File: src/include/dcache_cfg.svh
`ifndef DCACHE_CFG_SVH
`define DCACHE_CFG_SVH

// address split, 16-bit byte address
`define DC_ADDR_W      16
`define DC_TAG_W       6
`define DC_INDEX_W     6
`define DC_OFFSET_W    4

// one cache line is one cpu word
`define DC_LINE_W      128
`define DC_LINES       64

// memory model, 2**(tag + index) lines
`define DC_MEM_LINES   4096
`define DC_MEM_LAT     4

`endif

File: src/design/dcache_pkg.sv
`include "dcache_cfg.svh"

package dcache_pkg;

  //////////////////////////////
  // address views
  //////////////////////////////

  // cache side: tag / index / byte offset
  typedef struct packed {
    logic [`DC_TAG_W-1:0]    tag;
    logic [`DC_INDEX_W-1:0]  index;
    logic [`DC_OFFSET_W-1:0] offset;
  } cache_addr_t;

  // memory side: line address / byte offset
  typedef struct packed {
    logic [`DC_ADDR_W-`DC_OFFSET_W-1:0] line_addr;
    logic [`DC_OFFSET_W-1:0]            offset;
  } mem_addr_t;

  typedef union packed {
    cache_addr_t cache;
    mem_addr_t   mem;
  } addr_u;

  //////////////////////////////
  // channel words
  //////////////////////////////

  typedef struct packed {
    logic                  write;
    addr_u                 addr;
    logic [`DC_LINE_W-1:0] wdata;
  } cpu_req_t;

  // rdata holds the written line on a write
  typedef struct packed {
    logic                  write;
    logic [`DC_LINE_W-1:0] rdata;
  } cpu_rsp_t;

  typedef struct packed {
    logic                              write;
    logic [`DC_TAG_W+`DC_INDEX_W-1:0]  line_addr;
    logic [`DC_LINE_W-1:0]             wdata;
  } mem_cmd_t;

  typedef enum logic [2:0] {
    ST_IDLE,
    ST_LOOKUP,
    ST_WRITEBACK,
    ST_REFILL,
    ST_UPDATE,
    ST_RESPOND
  } ctrl_state_e;

endpackage

File: src/design/dcache_ctrl.sv
`timescale 1ns/100ps
`include "dcache_cfg.svh"

module dcache_ctrl (
  input  logic                   clk,
  input  logic                   rst_n,
  // cpu side
  input  logic                   req_valid,
  output logic                   req_ready,
  input  dcache_pkg::cpu_req_t   req,
  output logic                   rsp_valid,
  input  logic                   rsp_ready,
  output dcache_pkg::cpu_rsp_t   rsp,
  // tag store
  output logic [`DC_INDEX_W-1:0] tag_index,
  output logic [`DC_TAG_W-1:0]   tag_in,
  output logic                   tag_lookup,
  output logic                   tag_write,
  output logic                   tag_dirty_set,
  input  logic                   hit,
  input  logic                   dirty,
  input  logic [`DC_TAG_W-1:0]   victim_tag,
  // line store
  output logic [`DC_INDEX_W-1:0] line_index,
  output logic                   line_read,
  output logic                   line_write,
  output logic                   line_fill_sel,
  output logic [`DC_LINE_W-1:0]  line_wdata,
  input  logic [`DC_LINE_W-1:0]  line_rdata,
  // memory model
  output logic                   mem_cmd_valid,
  input  logic                   mem_cmd_ready,
  output dcache_pkg::mem_cmd_t   mem_cmd,
  input  logic                   mem_done,
  input  logic [`DC_LINE_W-1:0]  mem_rdata
);

  dcache_pkg::ctrl_state_e state;
  dcache_pkg::ctrl_state_e next_state;
  dcache_pkg::cpu_req_t    req_q;
  dcache_pkg::cpu_rsp_t    rsp_q;
  dcache_pkg::addr_u       cur_addr;
  dcache_pkg::addr_u       victim_addr;
  logic [`DC_LINE_W-1:0]   fill_q;
  logic                    filled;
  logic                    cmd_sent;
  logic                    req_fire;
  logic                    in_wb;

  assign req_ready = (state == dcache_pkg::ST_IDLE);
  assign req_fire  = req_valid && req_ready;
  assign rsp_valid = (state == dcache_pkg::ST_RESPOND);
  assign rsp       = rsp_q;
  assign in_wb     = (state == dcache_pkg::ST_WRITEBACK);

  // lookup is issued on the accept edge, so use the incoming address while idle
  assign cur_addr   = req_ready ? req.addr : req_q.addr;
  assign tag_index  = cur_addr.cache.index;
  assign tag_in     = cur_addr.cache.tag;
  assign tag_lookup = req_fire;
  assign line_index = cur_addr.cache.index;
  assign line_read  = req_fire;
  assign line_wdata = req_q.wdata;

  //////////////////////////////
  // memory command
  //////////////////////////////

  // victim line address, rebuilt from the stored tag
  always_comb begin
    victim_addr           = req_q.addr;
    victim_addr.cache.tag = victim_tag;
  end

  assign mem_cmd_valid = (in_wb || state == dcache_pkg::ST_REFILL) && !cmd_sent;

  always_comb begin
    mem_cmd.write     = in_wb;
    mem_cmd.line_addr = in_wb ? victim_addr.mem.line_addr : req_q.addr.mem.line_addr;
    // victim data still sits on the line store output from the lookup
    mem_cmd.wdata     = line_rdata;
  end

  //////////////////////////////
  // fsm
  //////////////////////////////

  always_comb begin
    next_state    = state;
    tag_write     = 1'b0;
    tag_dirty_set = 1'b0;
    line_write    = 1'b0;
    line_fill_sel = 1'b0;
    case (state)
      dcache_pkg::ST_IDLE: begin
        if (req_fire) next_state = dcache_pkg::ST_LOOKUP;
      end
      dcache_pkg::ST_LOOKUP: begin
        if (hit) next_state = dcache_pkg::ST_UPDATE;
        else if (dirty) next_state = dcache_pkg::ST_WRITEBACK;
        else next_state = dcache_pkg::ST_REFILL;
      end
      dcache_pkg::ST_WRITEBACK: begin
        if (mem_done) next_state = dcache_pkg::ST_REFILL;
      end
      dcache_pkg::ST_REFILL: begin
        // install the fetched line clean
        if (mem_done) begin
          next_state    = dcache_pkg::ST_UPDATE;
          tag_write     = 1'b1;
          line_write    = 1'b1;
          line_fill_sel = 1'b1;
        end
      end
      dcache_pkg::ST_UPDATE: begin
        tag_write     = req_q.write;
        tag_dirty_set = req_q.write;
        line_write    = req_q.write;
        next_state    = dcache_pkg::ST_RESPOND;
      end
      dcache_pkg::ST_RESPOND: begin
        if (rsp_ready) next_state = dcache_pkg::ST_IDLE;
      end
      default: next_state = dcache_pkg::ST_IDLE;
    endcase
  end

  always_ff @(posedge clk or negedge rst_n) begin
    if (!rst_n) begin
      state    <= dcache_pkg::ST_IDLE;
      cmd_sent <= 1'b0;
      filled   <= 1'b0;
    end else begin
      state <= next_state;
      if (mem_done) cmd_sent <= 1'b0;
      else if (mem_cmd_valid && mem_cmd_ready) cmd_sent <= 1'b1;
      if (req_fire) filled <= 1'b0;
      else if (state == dcache_pkg::ST_REFILL && mem_done) filled <= 1'b1;
    end
  end

  // request, refill and response registers
  always_ff @(posedge clk) begin
    if (req_fire) req_q <= req;
    if (state == dcache_pkg::ST_REFILL && mem_done) fill_q <= mem_rdata;
    if (state == dcache_pkg::ST_UPDATE) begin
      rsp_q.write <= req_q.write;
      if (req_q.write) rsp_q.rdata <= req_q.wdata;
      else if (filled) rsp_q.rdata <= fill_q;
      else rsp_q.rdata <= line_rdata;
    end
  end

endmodule

File: config.mk
export PLATFORM = sky130hd
export DESIGN_NAME = dcache_ctrl
export DESIGN_NICKNAME = d
export VERILOG_FILES = /design/src/design/dcache_pkg.sv /design/src/design/dcache_ctrl.sv
export VERILOG_INCLUDE_DIRS = /design/src /design/src/include
export SDC_FILE = /design/constraint.sdc
export NUM_CORES = 1
export LEC_CHECK = 0
export BUFFER_PORTS_ARGS = -buffer_cell sky130_fd_sc_hd__buf_4
export CORE_AREA = 2 2 330 332
export CTS_BUF_LIST = sky130_fd_sc_hd__clkbuf_8 sky130_fd_sc_hd__clkbuf_16
export CTS_CLUSTER_SIZE = 8
export DETAILED_ROUTE_END_ITERATION = 8
export DIE_AREA = 0 0 332 334
export HOLD_SLACK_MARGIN = 0.06
export SETUP_SLACK_MARGIN = 0.05
export SLEW_MARGIN = 15
export SYNTH_ARGS = -nofsm -noshare
export SYNTH_HDL_FRONTEND = slang
export SYNTH_SLANG_ARGS = --single-unit
File: constraint.sdc
create_clock -name clk -period 9.75 [get_ports clk]
set_input_delay 0.975 -clock clk [delete_from_list [all_inputs] [get_ports clk]]
set_output_delay 0.975 -clock clk [all_outputs]
set_load 0.01 [all_outputs]
* Word level (Yosys, flattened, before mapping)
Index checks and enable logic that the tools add are counted.
** Word-level totals
- Register bits after elaboration :: 407
- Input port bits :: 415
- Output and inout bits :: 425
- Word-level logic and storage cells :: 47
** Operators by class
- Eq/ne operators :: 9
- Mux-type cells :: 19
- Reduce and logical (&&, ||, !) cells :: 10
** Operators with widths (number)
- 2-to-1 mux 128 bit :: 2
- case mux 3 bit (6 select lines) :: 1
- 2-to-1 mux 16 bit :: 1
- 2-to-1 mux 3 bit :: 5
- 2-to-1 mux 12 bit :: 1
- 2-to-1 mux 1 bit :: 8
- == test 3 x 2 -> 1 bit, second input constant :: 2
- == test 3 bit, second input constant :: 2
- logical AND 1 bit :: 4
- != test 2 x 1 -> 1 bit, second input constant :: 2
- != test 2 bit, second input constant :: 2
- AND reduction 4 bit :: 1
- nonzero test 2 bit :: 2
- == test 3 x 1 -> 1 bit, second input constant :: 1
- logical NOT 3 bit :: 1
- case mux 1 bit (2 select lines) :: 1
- logical NOT 1 bit :: 1
- logical OR 1 bit :: 1

* Depth between registers and ports, before layout
- Depth in word-level cells :: 6
- Gate-level depth with buffers :: 5

* Worst setup path before layout
No wires, ideal clock.
- Kind :: reg-to-output
- Start :: reg state[1]
- End :: out tag_write
- Arrival time :: 6.426 ns
- Data required time :: 8.775 ns
- Path slack :: 2.349 ns
- Stages on the path, launching flop included :: 6
- Buffers on the path :: 2
- Cells stage by stage :: dfrtp_1 > buf_6 > nor3b_2 > and2_1 > nand2b_1 > buf_4
** Between the ends
- Word-level cells in the longest chain between the ends :: 2
- Elaborated cells between the ends (all ways) :: 3
** RTL lines
- from (decl) :: RTL line dcache_ctrl.sv:38 : dcache_pkg::ctrl_state_e state;
- from (signal assigned) :: RTL line dcache_ctrl.sv:130 : state <= dcache_pkg::ST_IDLE;
- from (signal assigned) :: RTL line dcache_ctrl.sv:134 : state <= next_state;
- == test 3 bit or == test 3 x 2 -> 1 bit (tied branches)
- case mux 1 bit (2 select lines) (*)
- to (decl) :: RTL line dcache_ctrl.sv:18 : output logic tag_write,
Every way passes the cells marked *; elsewhere a longest branch is shown, timed or not.

* Worst setup path in the final report
- Start :: reg state[0]
- End :: out tag_lookup
** Between the ends
- Word-level cells in the longest chain between the ends :: 2
** RTL lines
- logical NOT 3 bit :: RTL line dcache_ctrl.sv:50 : assign req_ready = (state == dcache_pkg::ST_IDLE);
- logical AND 1 bit :: RTL line dcache_ctrl.sv:51 : assign req_fire = req_valid && req_ready;
- to (decl) :: RTL line dcache_ctrl.sv:17 : output logic tag_lookup,
No other way between the ends.

==> qor.yml <==
clock_sinks: 403
drt_iter0_drc: 599
setup.worst_path.class: "reg -> out"
io_pins: 840
finalHoldViolCount: 0
rr_endpoint: "line_wdata[102]$_DFFE_PP_"
cts_buffer_depth: 3
post-route-util_pct: 22.8
ys_seq_elements: 403
synthMuxAreaShare_pct: 8.66
tightest_slew_ns: 1.02
grt_pass1_wl_mm: 80.5
multi_input_area_sq_um: 2820
synth_top_family_by_area: "buffers and inverters"
final_common_cell: "buf_4"
place_area_sq_um: 23100
synth_area_sq_um: 17200
clockRootBuffer: "clkbuf_16"
hpwl_mm: 44.3
stdcell_area_sq_um: 24600
vias_per_cell: 3.51
die_h_microns: 334
avgSynthCellArea_sq_um: 14.9
fin_skew_ns: 0.0176
synth_nets: 1570
power_density_nw_per_um2: 240
setup-violations-final: 0
reg2reg_from: "state[0]$_DFFE_PN0P_"
dieArea_sq_um: 111000
synthAdderAreaFrac_pct: 0
min_period_over_period_pct: 48.9
timing.setup.tns_ns: 0
final_cell_mix: "842 x buf_4, 398 x edfxtp_1, 131 x nand2_1"
vias: 11135
cp_data_required_time_ns: 8.78
clk_latency_ns: 0.62
cts_buffers: 57
drive_gt1_share_pct: 52.9
grt_pass1_vias: 11177
slew_headroom_pct: 32.3
max_cap_viol_count: 0
ff2ff_path_depth: 3
rsz0062_at_grt: "false"
n_fill_cell: 11369
synth_compound_gate_area_share_pct: 4.01
cts_setup_buffers: 0
antenna_found_initial: 6
startpoint_type: "flop"
grt_start_max_net_pins: 131
synthSimpleGateAreaFrac_pct: 3.65
drc: 0
die_w_microns: 332
r2r_setup_slack_ns: 6.41
synthToLayoutAreaGrowth_pct: 42.6
cts_tree: "done"
start_util_pct: 16.0
first_pass_iters: 5
maxSlewViolCount: 0
overflow: 0
path_max_fanout: 52
cp_data_arrival_time_ns: 3.80
yosys_warnings: 0
status: "finished, final reports clean"
regArea_sq_um: 12100
clk_pin_slew_ns: 0.05
min_path_type: "in -> async"
synth_cell_types: 27
min_period_ns: 4.77
synth-xor-area-share_pct: 0
port_buffers: 835
synth_cells: 1155
gp_congestion: 0.823
post_drt_wl_per_cell_microns: 18.8
fmax_mhz: 210
globalRouteTotalUtil_pct: 10.1
yosysSeqAreaShare_pct: 70.0
crit_start: "state[0]$_DFFE_PN0P_"
fin_nets: 2156
cts_resized: 0
crit_end: "tag_lookup"
num_rows: 121
ant_nets: 0
hold_buffers: 0
crit_path_end_kind: "primary output"
htreeDepth: 2
irDropWorstVdd_mv: 0.209
core_area_sq_um: 108000
wl_mm: 59.6
leakagePower_nw: 9.64
-- worst max-delay path: stages (launching register included) --
cell and delay, ns:
dfrtp_1 0.58, nor3_4 0.70, and2_4 0.72, buf_4 0.80, buf_4 0.25
-- layout make-up --
cell class                      instances  share of cell area (%)
Clock inverter                         20                   0.351
Multi-Input combinational cell        432                    11.5
Tap cell                             1414                    7.20
Sequential cell                       403                    49.1
Timing Repair Buffer                  845                    26.0
Inverter                                2                  0.0509
Antenna cell                            1                  0.0102
Clock buffer                           57                    5.80
-- logic make-up (layout without fill, tap and decap cells) --
kind of cell,after synthesis,after routing
AOI/OAI and AO/OA,136,136
buffers and inverters,320,924
DFF,403,403
muxes,147,147
other,0,1
and+or+nand+nor,149,149
-- worst min-delay path by stage --
stage,slack (ns),from,cells past startpoint,to
floorplan,0.46,cmd_sent$_DFFE_PN0P_,2,cmd_sent$_DFFE_PN0P_
CTS,0.10,rst_n,1,cmd_sent$_DFFE_PN0P_
detailed placement,0.52,cmd_sent$_DFFE_PN0P_,2,cmd_sent$_DFFE_PN0P_
global route,0.11,rst_n,1,cmd_sent$_DFFE_PN0P_
global placement,0.49,cmd_sent$_DFFE_PN0P_,2,cmd_sent$_DFFE_PN0P_
finish,0.16,rst_n,1,cmd_sent$_DFFE_PN0P_
-- synth_stat cells --
library cell / count / area (sq um)
o31a_1: 1 / 8.76
mux2_2: 18 / 203
inv_1: 2 / 7.51
and3b_2: 1 / 10.0
nor2_1: 6 / 22.5
a311o_1: 1 / 10.0
a21oi_1: 5 / 25.0
nor3_4: 1 / 16.3
nor2b_1: 1 / 6.26
nor3b_2: 1 / 12.5
or3_1: 1 / 6.26
mux2i_1: 129 / 1290
nand2b_4: 1 / 13.8
nand2_1: 131 / 492
dfrtp_1: 5 / 125
edfxtp_1: 398 / 12000
clkbuf_1: 12 / 45.0
buf_4: 276 / 2070
and2_1: 2 / 12.5
o21ai_0: 128 / 641
nand2b_1: 2 / 12.5
nor2_8: 1 / 20.0
buf_2: 17 / 85.1
a22oi_1: 1 / 7.51
nand3_1: 1 / 5.00
buf_6: 12 / 135
clkbuf_2: 1 / 5.00
-- stage by stage --
step	cells	hold WS [ns]	worst slack, ns	total power, mW
after floorplan	1155	0.463	2.35	3.51
after global placement	3096	0.489	5.52	4.22
after detailed placement	3096	0.520	5.50	4.24
after CTS	3173	0.102	4.78	6.02
after global routing	3174	0.115	4.67	6.19
final	3174	0.162	4.98	5.91
-- routing by layer --
layer  GRT usage (%)  part of all wire, %  up-vias
li1                -                    -     5058
met1            11.3                   37     5387
met2            17.1                   49      585
met3            4.09                  9.9       97
met4            4.05                  3.5        8
met5               0                0.084        -
-- flip-flops by register name (all words and copies together) (netlist names) --
name        cells
filled          1
fill_q        128
rsp           129
line_wdata    128
cmd_sent        1
state           3
req_q          13
-- report_power, final --
part	internal (mW)	leakage (nW)	total, mW	switching [mW]
Combinational	0.723	5.14	1.64	0.921
Sequential	2.36	3.71	2.52	0.163
Clock	1.02	0.795	1.75	0.723
Total	4.10	9.64	5.91	1.81
(Power assumes the default switching activity.)
