<file path="src/include/dcache_cfg.svh">
`ifndef DCACHE_CFG_SVH
`define DCACHE_CFG_SVH

// address split, 16-bit byte address
`define DC_ADDR_W      16
`define DC_TAG_W       6
`define DC_INDEX_W     6
`define DC_OFFSET_W    4

// one cache line is one cpu word
`define DC_LINE_W      128
`define DC_LINES       64

// memory model, 2**(tag + index) lines
`define DC_MEM_LINES   4096
`define DC_MEM_LAT     4

`endif

</file>
<file path="src/design/tag_store.sv">
`timescale 1ns/100ps
`include "dcache_cfg.svh"

module tag_store (
  input  logic                   clk,
  input  logic                   rst_n,
  input  logic [`DC_INDEX_W-1:0] index,
  input  logic [`DC_TAG_W-1:0]   tag_in,
  input  logic                   lookup,
  input  logic                   write,
  input  logic                   dirty_set,
  output logic                   hit,
  output logic                   dirty,
  output logic [`DC_TAG_W-1:0]   victim_tag
);

  logic [`DC_TAG_W-1:0] tag_q [`DC_LINES];
  logic [`DC_LINES-1:0] valid_q;
  logic [`DC_LINES-1:0] dirty_q;

  //////////////////////////////
  // storage
  //////////////////////////////

  always_ff @(posedge clk) begin
    if (write) tag_q[index] <= tag_in;
  end

  // valid and dirty flags start clear
  always_ff @(posedge clk or negedge rst_n) begin
    if (!rst_n) begin
      valid_q <= '0;
      dirty_q <= '0;
    end else if (write) begin
      valid_q[index] <= 1'b1;
      dirty_q[index] <= dirty_set;
    end
  end

  //////////////////////////////
  // registered lookup
  //////////////////////////////

  always_ff @(posedge clk or negedge rst_n) begin
    if (!rst_n) begin
      hit   <= 1'b0;
      dirty <= 1'b0;
    end else if (lookup) begin
      hit   <= valid_q[index] && (tag_q[index] == tag_in);
      // an invalid line never needs writeback
      dirty <= valid_q[index] && dirty_q[index];
    end
  end

  always_ff @(posedge clk) begin
    if (lookup) victim_tag <= tag_q[index];
  end

endmodule

</file>
<file path="config.mk">
export PLATFORM = sky130hd
export DESIGN_NAME = tag_store
export DESIGN_NICKNAME = d
export VERILOG_FILES = /design/src/design/tag_store.sv
export VERILOG_INCLUDE_DIRS = /design/src /design/src/include
export SDC_FILE = /design/constraint.sdc
export NUM_CORES = 1
export LEC_CHECK = 0
export BUFFER_PORTS_ARGS = -buffer_cell sky130_fd_sc_hd__buf_2
export CORE_MARGIN = 4
export CORE_UTILIZATION = 27
export DETAILED_ROUTE_END_ITERATION = 10
export PLACE_DENSITY_LB_ADDON = 0.12
export SLEW_MARGIN = 10
export SYNTH_ARGS = -nofsm -noshare
export SYNTH_HDL_FRONTEND = slang
export SYNTH_SLANG_ARGS = --single-unit
</file>
<file path="constraint.sdc">
create_clock -name clk -period 2.85 [get_ports clk]
set_input_delay 0.4275 -clock clk [delete_from_list [all_inputs] [get_ports clk]]
set_output_delay 0.4275 -clock clk [all_outputs]
set_load 0.05 [all_outputs]
</file>
-- Yosys cells after proc, flatten, opt, wreduce, memory -nomap -nowiden
Memory sizes are Yosys's and may differ from the RTL's.
Cells that the tools add are included.
- memory bits (writable): 384
- input bits: 17
- word-level logic and storage cells: 22
- memories kept: 1
- bits in registers: 136
- output and inout bits: 8
- memory list (name ; words ; width ; read ports ; clocked after memory_dff ; wr ports ; line ; text):
    tag_q ; 64 ; 6 ; 1 ; 0 ; 1 ; tag_store.sv:17 ; logic [`DC_TAG_W-1:0] tag_q [`DC_LINES];
- reduce and logical (&&, ||, !) cells: 3
- equality and inequality tests: 1
- magnitude comparators: 2
- muxes and demuxes: 9
- bitwise logic cells: 1
- operators with widths (kind ; number):
    bitwise mux 64 bit ; 1
    bitwise OR 64 bit ; 1
    binary-select mux 1 bit (select 6 bit) ; 2
    < comparator 6 x 7 -> 1 bit, second input constant ; 1
    demux 1 bit (select 6 bit) ; 1
    equality test 6 bit ; 1
    greater-or-equal comparator 6 x 1 -> 1 bit, second input constant ; 1
    two-way mux 1 bit ; 5
    logical AND 1 bit ; 3

-- Logic depth before layout (Yosys ltp)
Gate-level depths: netlist (run 1).
- depth after elaboration: 5
- mapped depth: 13
- depth with buffers taken out: 8

-- Least setup slack after synthesis (run 1)
OpenSTA, ideal clock, no wires.
- path type: input to register
- from: input port index[2]
- to: register dirty_q[15]
- setup slack: 0.384 ns
- data required time: 2.725 ns
- path buffers: 6
- data arrival time: 2.341 ns
- cell stages on the path: 9
- setup time: 0.125 ns
- cell sequence: buf_6 buf_6 buf_6 buf_6 buf_2 buf_2 nand3_1 nor2_1 mux2_2
- word-level cells in the longest chain between the ends: 5
- elaborated cells on any way between the ends: 6
- those cells by class: order compare (2); mux (3); reduce/logical (1)
- RTL lines (item ; line ; text):
    start, declared ; tag_store.sv:7 ; input logic [`DC_INDEX_W-1:0] index,
    < comparator 6 x 7 -> 1 bit (not written as such) / greater-or-equal comparator 6 x 1 -> 1 bit (equally long branches) ; tag_store.sv:36 ; dirty_q[index] <= dirty_set;
    logical AND 1 bit (not written as such) ; tag_store.sv:36 ;
    two-way mux 1 bit (not written as such) ; tag_store.sv:36 ;
    demux 1 bit (select 6 bit) * ; tag_store.sv:36 ;
    bitwise mux 64 bit * ; tag_store.sv:36 ;
    end signal, assigned by index ; tag_store.sv:36 ;
    end, declared ; tag_store.sv:19 ; logic [`DC_LINES-1:0] dirty_q;
Every way passes the cells marked *; elsewhere a longest branch is shown, timed or not.
A chain may end at the register's enable or synchronous reset.

-- Worst setup path after layout (run 1)
- from: input port index[0]
- to: register hit
- word-level cells in the longest chain between the ends: 3
- elaborated cells on any way between the ends: 5
- those cells by class: eq/ne (1); mux (2); reduce/logical (1); memory (1)
- RTL lines (item ; line ; text):
    memory (64 x 6 bit) / binary-select mux 1 bit (select 6 bit) (equally long branches) ; n/a ;
    equality test 6 bit / two-way mux 1 bit (equally long branches) ; tag_store.sv:49 ; hit <= valid_q[index] && (tag_q[index] == tag_in);
    logical AND 1 bit * ; tag_store.sv:49 ;
    end signal, assigned ; tag_store.sv:49 ;
    end, declared ; tag_store.sv:12 ; output logic hit,
Every way passes the cells marked *; elsewhere a longest branch is shown, timed or not. The select of a mux whose other input is x is not followed.

==> impl_results.md, run 1 <==
- Final hold violations: 0
- WL met1: roughly 34000 um
- PD cells: 680 nW/um^2
- Core ar.: 77500 sq um
- Die Y: 288 um
- Crit path arrival time: around 3.3 ns
- WP data required: between 3 and 4 ns
- Sequential fraction of the synthesis area: 70.9%
- EDFF count, synth: roughly 400
- Rows: 102
- Pwr Total: 18100 uW
- R2r worst-path depth: 9
- Cts bufs inserted: 58
- Dpl ws: -0.621 ns
- Worst Hold Class: in2reg
- Placed Area: 24600 sq um
- Pin count of the biggest net entering global routing: 56
- Max Cap Viol: 0
- Ys async rst share: 25.0%
- Leak: 0.0101 uW
- Crit path largest cell delay: a little under 0.8 ns
- Wire length on met3: 4270 um
- Fmax: 0.364 GHz
- PnR worst setup slack: 0.106 ns
- Crit path max-delay family: compound AO/OA/AOI/OAI gates
- Critical path depth: 12
- Area of all sequential standard cells: 15000 sq um
- Final Cycle Share: 96.3%
- Die extent in x: 288 um
- IO Pins: 25
- # nets final: 1619
- Via count: 12981
- Crit Path Category: in2reg
- Highest Signal Layer: met4
- Initial DRC count: 1158
- Worst Setup Start Kind: input port
- Clock root cell: clkbuf_16
- DRC viols: 0
- CP endpoint kind: flop
- Crit path max fanout: 10
- Final worst path period need: 2.74 ns
- Worst path bufs/invs: 4
- Status: completed
- Mapped Nets: 1313
- Rel. slew slack: 34.4%
- Worst skew pair latency: between 0.6 and 0.7 ns
- Most common cell after layout, fill and taps aside: edfxtp_1
- Final weighted congestion in routability-driven placement: 0.820
- Top FF cell, synth: edfxtp_1
- Placed insts: 2581
- Ant diodes: 0
- Final Setup Violations: 0
- #FFs+latches synth: 520
- Hold path depth: 1
- Clk sink count: 520
- Worst-case clock buffer depth: 3
- Mapped Cells: 1296
- GRT overflow: 0
- Finished Core Util: 34.3%
- Cell area after layout: approximately 27000 sq um
- Fill cell count: approximately 7500
- Final instance count without filler cells: ~2700
- Multi-input logic area: 5670 sq um
- Syn_area_per_cell: 16.3 sq um
- Initial antenna violation count: 2
- Initial Util: a little over a quarter
- H-tree depth: 2
- Cell breakdown of the critical path: buf_4, buf_4, buf_4, nand2b_1, o22ai_1, a2111oi_0, buf_4, a311oi_2, nand4_1, xnor2_1, nand3b_1, o31ai_2
- Area Overhead vs Synth: 26.0%
- Ratio of cells with drive above 1 in the final layout: 37.6%
- Post-synth cell types: 66
- Clock transition at path regs: 0.06 ns
- Synthesized area: 21100 sq um
- CTS tree: yes
- Antenna viol nets, final: 0
- DR vias/cell: 4.83
- Vias in the first global route: between 10000 and 15000
- GRT Overall Usage: 18.1%
- Leading cell types in the layout, fill and taps excluded: 390 x edfxtp_1, 280 x buf_4, 130 x dfrtp_1, 96 x nor2_1, 94 x mux2_2
- Worst slew pin tran: ~0.96 ns
- Post-DP HPWL: about 53000 um
- Total Die Area: 82800 sq um
- Worst VDD drop: 481 uV
- IO buf count: 24
- Pins over their slew limit: 0
- RSZ-0062 raised after global routing: no
- Layout Skew: roughly 0.024 ns
- Most frequent CP cell: buf_4
- Critical-path top delay cell: a2111oi_0
- First-pass GRT wire length: 106000 um
- Yosys Warn Count: 0
- Met2 WL: 33900 um
- DRT Pass-1 Iters: 5
- Post-Route WL: between 70000 and 80000 um
- Wire per inst: 27.7 um
worst reg2reg max path, delay by kind of cell (launching register included):
family	cells	cell delay, ns
AND/OR/NAND/NOR	2	0.36
buffers and inverters	1	0.20
XOR/XNOR	1	0.19
AO/OA/AOI/OAI	4	1.16
multiplexers	1	0.34
flip-flops	1	0.36
final timing paths:
path                              start             to  slack [ns]
hold / removal                   lookup  victim_tag[5]        0.21
min in group asynchronous         rst_n    valid_q[10]        0.32
setup reg to reg           tag_q[56][2]            hit        0.14
max in group asynchronous         rst_n    valid_q[62]        1.69
setup / recovery               index[0]            hit        0.11
hold reg to reg             valid_q[12]    valid_q[12]        0.46
flip-flops by register name, summed over array words and instances, names as in the netlist:
| signal | cells |
|---|---|
| dirty_q | 64 |
| valid_q | 64 |
| tag_q | 384 |
| dirty | 1 |
| victim_tag | 6 |
| hit | 1 |
per-stage QoR:
step           TNS (ns)  hold WS [ns]
5_1_grt               0         0.186
2_1_floorplan         0         0.132
6_report              0         0.211
3_3_place_gp      -1.55         0.449
3_5_place_dp      -1.87         0.447
4_1_cts               0         0.164
Yosys cell counts, drive strengths merged, types with 5 or more instances:
cell type	instances	area, sq um
nand4	7	43.8
inv	7	26.3
buf	53	369
mux2	103	1170
mux2i	92	921
o22ai	21	131
nor3	8	40.0
nor2b	10	62.6
a221o	5	50.1
a221oi	45	400
clkbuf	27	101
nand3	22	110
nand2	27	101
or2	66	413
a21oi	13	68.8
nor2	97	367
edfxtp	390	11700
and3	5	31.3
mux4	33	743
a22oi	47	358
o21ai	24	120
dfrtp	130	3250
timing repair:
action,CTS,global route
setup endpoints to repair,1,0
resized for setup,1,0
endpoints found under the hold margin,53,0
hold buffers,1,0
buffers inserted,0,0
where the power goes:
part	internal, uW	switching [uW]
Combinational	756	982
Sequential	8500	158
Clock	4570	3120
logic make-up after synthesis:
group                     share of synthesized area (%)
muxes                                              13.4
and+or+nand+nor                                    6.35
DFF                                                70.9
buffers and inverters                              2.35
AOI/OAI and AO/OA                                  6.83
xor gates and xnor gates                          0.207
cell type report:
class	instances	area share [%]
clock buffers	72	5.84
clock inverters	36	1.46
inverters	7	0.0988
multi-input cells	689	21.3
flip-flops and latches	520	56.2
well taps	1040	4.89
repair buffers	326	10.1
metal layers:
metal  track usage, %  up-vias
met5                0        -
met4             5.79        0
met3             3.52      110
met2             28.1      384
met1             25.5     6805
li1                 -     5682
(Power assumes the default switching activity.)
==> run 2, diff against run 1 <==
- BUFFER_PORTS_ARGS: -buffer_cell sky130_fd_sc_hd__buf_2 -> unset
- DONT_BUFFER_PORTS: unset -> 1
- clock period: 2.85 -> 2.8 ns (I/O delays scaled with it)
==> run 2 against run 1 <==
Compared with the run above: the flow now finishes with violations (hold timing); register-to-register slack better by 0.07 ns; first-iteration DRC count up 8.5%; routed wire length shrank 2.0%; combinational power fell by 21%; die area unchanged; worst hold slack lost 0.70 ns; global-route usage fell by 0.57 points; power decreased by 2.5%; sequential power up 2.4%; largest cell class unchanged; largest power group unchanged; highest routed layer unchanged.
==> impl_results.md, run 2 (same netlist as run 1, synthesis figures left out) <==
- Status: finished with violations
- Failing checks: hold timing
- Critical-path top delay cell: o21ai_0
- Initial DRC count: 1256 (+8.5%)
- Grt peak-use layer: met2
- Rows: 102 (unchanged)
- PD cells: 697 nW/um^2 (+2.5%)
- Final hold violations: 130 (+130)
- Initial antenna violation count: 2 (unchanged)
- TNS Setup: 0 ns (unchanged)
- Clk sink count: 520 (unchanged)
- Final weighted congestion in routability-driven placement: 0.860 (+4.9%)
- Crit Path Category: reg2reg
- Crit path max-delay family: compound AO/OA/AOI/OAI gates
- Crit path largest cell delay: 0.63 ns (-0.15 ns)
- Layout Skew: 0.0154 ns (-0.00827 ns)
- Final Cycle Share: between 90% and 100%
- Antenna viol nets, final: 0 (unchanged)
- Worst path bufs/invs: 0 (-4)
- Rel. slew slack: 41.6% (+7.2 points)
- Leak: 0.00923 uW (-8.2%)
- Cell breakdown of the critical path: mux2_2, a221oi_1, nor2_1, o21ai_0, nand4_1, xnor2_1, nand3b_1, o31ai_2
- Ratio of cells with drive above 1 in the final layout: 30.4% (-7.2 points)
- Pwr Total: 17600 uW (-2.5%)
- Clock root cell: clkbuf_16
- Vias in the first global route: 12425 (-8.9%)
- WP data required: 3.33 ns (-0.05 ns)
- First-pass GRT wire length: 102000 um (-4.1%)
- GRT overflow: 0 (unchanged)
- Placed insts: 2412 (-6.5%)
- Hold WS: -0.494 ns (-0.704 ns)
- Cts bufs inserted: 57 (-1.7%)
- Dpl ws: 0.0376 ns (+0.659 ns)
- Worst slew pin tran: 0.872 ns (-0.0876 ns)
- CP endpoint kind: flop
- Largest regs: tag_q (384), dirty_q (64), valid_q (64)
- Post-Route WL: 73100 um (-2.0%)
- M3 GR Usage: 3.67% (+0.15 points)
- H-tree depth: 2 (unchanged)
- Via count: 12374 (-4.7%)
- Met1 usage: 25.2% (-0.32 points)
- Area Overhead vs Synth: 19.8%
- Crit path max fanout: 2 (-8)
- DR vias/cell: 4.90 (+1.5%)
- PnR worst setup slack: 0.208 ns (+0.101 ns)
- Leading cell types in the layout, fill and taps excluded: 390 x edfxtp_1, 145 x buf_4, 130 x dfrtp_1, 96 x nor2_1, 94 x mux2_2
- Hold buffers post-CTS: 10 (+9)
- GRT Overall Usage: 17.5% (-0.57 points)
- Core ar.: 77500 sq um (unchanged)
- Max Cap Viol: 0 (unchanged)
- Die extent in x: 288 um (unchanged)
- Clock transition at path regs: 0.06 ns (about the same)
- Post-DP HPWL: 45000 um (-15%)
- Ant diodes: 0 (unchanged)
- Final Setup Violations: 0 (unchanged)
- DRT Pass-1 Iters: 5 (unchanged)
- IO buf count: 0 (-100%)
- Fmax: 0.386 GHz
- # nets final: 1458 (-9.9%)
- Met2 Track Usage GR: 27.1% (-0.99 points)
- Final worst path period need: 2.59 ns
- Worst Setup Start Kind: flop
- RSZ-0062 raised after global routing: no
- Worst Hold Class: in2async
- Biggest register: tag_q
- Wire per inst: 28.9 um (+4.3%)
- Pins over their slew limit: 0 (unchanged)
- Max FFs per register: 384 (unchanged)
- Final instance count without filler cells: 2527 (-6.1%)
- Initial Util: 27.3% (unchanged)
- Total Die Area: 82800 sq um (unchanged)
- IO Pins: 25 (unchanged)
- Pin count of the biggest net entering global routing: 172 (+210%)
- Worst-case clock buffer depth: 3 (unchanged)
- Die Y: 288 um (unchanged)
- Crit path arrival time: 3.12 ns (-0.15 ns)
- Most common cell after layout, fill and taps aside: edfxtp_1
- Worst skew pair latency: 0.61 ns (-0.02 ns)
- CTS tree: yes
- DRC viols: 0 (unchanged)
- Worst VDD drop: 507 uV (+5.4%)
[run 2: final cells by class]
type | count | area, sq um
fill | 7574 | 52200
clock inverter | 16 | 176
sequential | 520 | 15000
multi-input combinational | 689 | 5670
timing repair buffer | 166 | 1540
inverter | 7 | 26.3
tap | 1040 | 1300
clock buffer | 89 | 1630
[run 2: what timing repair did]
action                    4_1_cts  5_1_grt
gates resized for setup         0        0
setup buffers                   0        0
hold endpoints to repair      550      130
[run 2: path summary, 6_finish.rpt]
| check | start | endpoint | slack [ns] | cells after the start |
|---|---|---|---|---|
| max in group asynchronous | rst_n | dirty_q[60] | 2.78 | 0 |
| min in group clk | tag_in[1] | hit | 0.06 | 3 |
| worst max register to register | tag_q[50][2] | hit | 0.21 | 8 |
| worst max-delay path | tag_q[50][2] | hit | 0.21 | 8 |
| worst min-delay path | rst_n | valid_q[14] | -0.49 | 0 |
| worst min register to register | valid_q[55] | valid_q[55] | 0.46 | 1 |
[run 2: through the flow]
stage	area [sq um]	utilization [%]
after CTS	25300	32.7
after floorplan	21100	-
after global placement	23300	30.0
after global routing	25300	32.7
after detailed placement	23300	30.0
final	25300	32.7
[run 2: power breakdown]
| group | leakage, uW | switching, uW | internal [uW] |
|---|---|---|---|
| Sequential | 0.00519 | 210 | 8660 |
| Clock | 0.000885 | 3070 | 4330 |
| Combinational | 0.00315 | 737 | 641 |
[run 2: metal layers]
layer	share of wire (%)	wire, um	vias to the layer above
li1	-	-	5349
met5	0	0	-
met3	6.0	4350	94
met4	2.5	1840	0
met2	45	33000	371
met1	46	33900	6560
==> run 3, diff against run 2 <==
==> constraint.sdc (replaced) <==
create_clock -name clk -period 2.8 [get_ports clk]
set_input_delay 0.56 -clock clk [delete_from_list [all_inputs] [get_ports clk]]
set_output_delay 0.56 -clock clk [all_outputs]
set_load 0.05 [all_outputs]
==> run 3 against run 2 <==
Compared with the run above: the flow still finishes with violations (hold timing); final cell count up 0.36%; worst setup slack improved by 0.029 ns; non-clock buffer count rose by 6; clock-buffer cell count fell by 17; routed wire length down 2.9%; critical path type unchanged.
==> impl_results.md, run 3 (same netlist as run 1, synthesis figures left out) <==
- Initial Util: 27.3% (unchanged)
- Hold WS: -0.363 ns (+0.131 ns)
- RSZ-0062 raised after global routing: no
- Fill cell count: 7585 (+0.15%)
- First-pass GRT wire length: 101000 um (-0.95%)
- Crit path max fanout: 2 (unchanged)
- Max FFs per register: 384 (unchanged)
- Crit Path Category: reg2reg
- Final hold violations: 130 (unchanged)
- Post-Route WL: 70900 um (-2.9%)
- Failing checks: hold timing
- IO buf count: 0 (unchanged)
- Setup bufs post-CTS: 0 (unchanged)
- Switching part of the total: 22.6% (-0.19 points)
- Area Overhead vs Synth: 19.7%
- Ant diodes: 0 (unchanged)
- GRT overflow: 0 (unchanged)
- CP endpoint kind: flop
- Most common cell after layout, fill and taps aside: edfxtp_1
- DRC viols: 0 (unchanged)
- Final weighted congestion in routability-driven placement: 0.887 (+3.1%)
- Area of all sequential standard cells: 15000 sq um (unchanged)
- Pins over their slew limit: 0 (unchanged)
- Worst VDD drop: 462 uV (-8.9%)
- Clock Power Share: 42.5% (+0.6 points)
- R2r worst-path depth: 10 (+2)
- Clock root cell: clkbuf_16
- Fmax: 0.390 GHz (+1.1%)
- Leak: 0.00923 uW (about the same)
- Multi-input logic area: 5680 sq um (+0.11%)
- Crit path arrival time: 3.09 ns (-0.03 ns)
- Clk sink count: 520 (unchanged)
- Rows: 102 (unchanged)
- Cts bufs inserted: 57 (unchanged)
- Internal power: 13600 uW (-0.35%)
- Rel. slew slack: 39.6% (-2.0 points)
- Ratio of cells with drive above 1 in the final layout: 31.4% (+1.0 points)
- Worst skew pair latency: 0.62 ns (about the same)
- Vias in the first global route: 12828 (+3.2%)
- Final Cycle Share: 91.5% (-1.0 points)
- Leading cell types in the layout, fill and taps excluded: 390 x edfxtp_1, 158 x buf_4, 130 x dfrtp_1, 96 x nor2_1, 94 x mux2_2
- Via count: 12432 (+0.47%)
- Layout Skew: 0.0210 ns (+0.00563 ns)
- GRT Overall Usage: 17.1% (-0.44 points)
- Die Y: 288 um (unchanged)
- Worst Setup Start Kind: flop
- Total Die Area: 82800 sq um (unchanged)
- Initial DRC count: 1018 (-19%)
- PD cells: 694 nW/um^2 (-0.47%)
- Final worst path period need: 2.56 ns (-0.0291 ns)
- Pin count of the biggest net entering global routing: 172 (unchanged)
- Core ar.: 77500 sq um (unchanged)
- Worst Hold Class: in2async
- Worst slew pin tran: 0.904 ns (+0.0324 ns)
- Pwr Total: 17500 uW (-0.60%)
- Switching power summed over all nets: 3960 uW (-1.4%)
- Largest regs: tag_q (384), dirty_q (64), valid_q (64)
- Wire per inst: 28.0 um (-3.2%)
- H-tree depth: 2 (unchanged)
- # nets final: 1464 (+0.41%)
- Worst-case clock buffer depth: 3 (unchanged)
- DRT Pass-1 Iters: 5 (unchanged)
- Die extent in x: 288 um (unchanged)
- Combinational fraction of design power: 7.0% (-0.8 points)
- IO Pins: 25 (unchanged)
- Max Cap Viol: 0 (unchanged)
- Biggest register: tag_q
- Post-DP HPWL: 45300 um (+0.79%)
- Final Setup Violations: 0 (unchanged)
- Antenna viol nets, final: 0 (unchanged)
- DR vias/cell: 4.90 (+0.11%)
- Seq pwr share: 50.5% (+0.2 points)
- CTS tree: yes
- Hold buffers post-CTS: 1 (-9)
- Status: finished with violations
- Placed insts: 2427 (+0.62%)
- WP data required: 3.33 ns (about the same)
- Initial antenna violation count: 0 (-2)
- Final instance count without filler cells: 2536 (+0.36%)
- Clock transition at path regs: 0.06 ns (about the same)
run 3: routing by layer:
layer,global-route usage (%),vias to the layer above,routed length [um]
li1,-,5385,-
met1,24.3,6636,32800
met2,26.8,345,32600
met3,4.09,66,4400
met4,3.29,0,1150
met5,0,-,0
run 3: repair_timing:
item	in CTS	in global routing
endpoints found under the hold margin	133	130
setup endpoints to repair	0	2
resized for setup	0	2
run 3: final timing paths:
check / startpoint / to / slack, ns
max reg2reg: tag_q[59][2] / hit / 0.24
max: tag_q[59][2] / hit / 0.24
min: rst_n / valid_q[6] / -0.36
min reg2reg: valid_q[16] / valid_q[16] / 0.46
max in group asynchronous: rst_n / valid_q[21] / 2.90
min in group clk: lookup / dirty / 0.04
run 3: through the flow:
stage	worst slack, ns	hold slack [ns]	util (%)	setup TNS, ns	area, sq um
global placement	-0.226	0.278	30.2	-0.330	23400
finish	0.237	-0.363	32.6	0	25300
CTS	0.123	-0.392	32.6	0	25300
detailed placement	-0.254	0.278	30.2	-0.485	23400
global route	0.195	-0.405	32.6	0	25300
floorplan	0.202	0.264	-	0	21100
run 3: area by class of cell:
class                      instances  share of cell area, %
clock buffer                      72                   6.14
timing repair buffer             172                   5.76
inverter                           7                  0.104
sequential                       520                   59.2
multi-input combinational        689                   22.5
clock inverter                    36                   1.18
tap                             1040                   5.15
run 3: power by group through the flow:
stage | Clock, uW | Combinational, uW | Sequential, uW
3_3_place_gp | 0 | 1220 | 9010
4_1_cts | 7660 | 1230 | 8860
2_1_floorplan | 0 | 857 | 8950
5_1_grt | 7980 | 1310 | 8900
6_report | 7450 | 1220 | 8860
3_5_place_dp | 0 | 1230 | 9020
run 3: worst max-delay path, cell delays in order, from the launching register on:
cell       delay [ns]
edfxtp_1         0.31
nor2b_1          0.12
a211oi_1         0.07
buf_4            0.16
a2111oi_1        0.81
buf_4            0.24
a311oi_1         0.05
nand4_1          0.18
xnor2_1          0.15
nand3b_1         0.12
o31ai_2          0.26
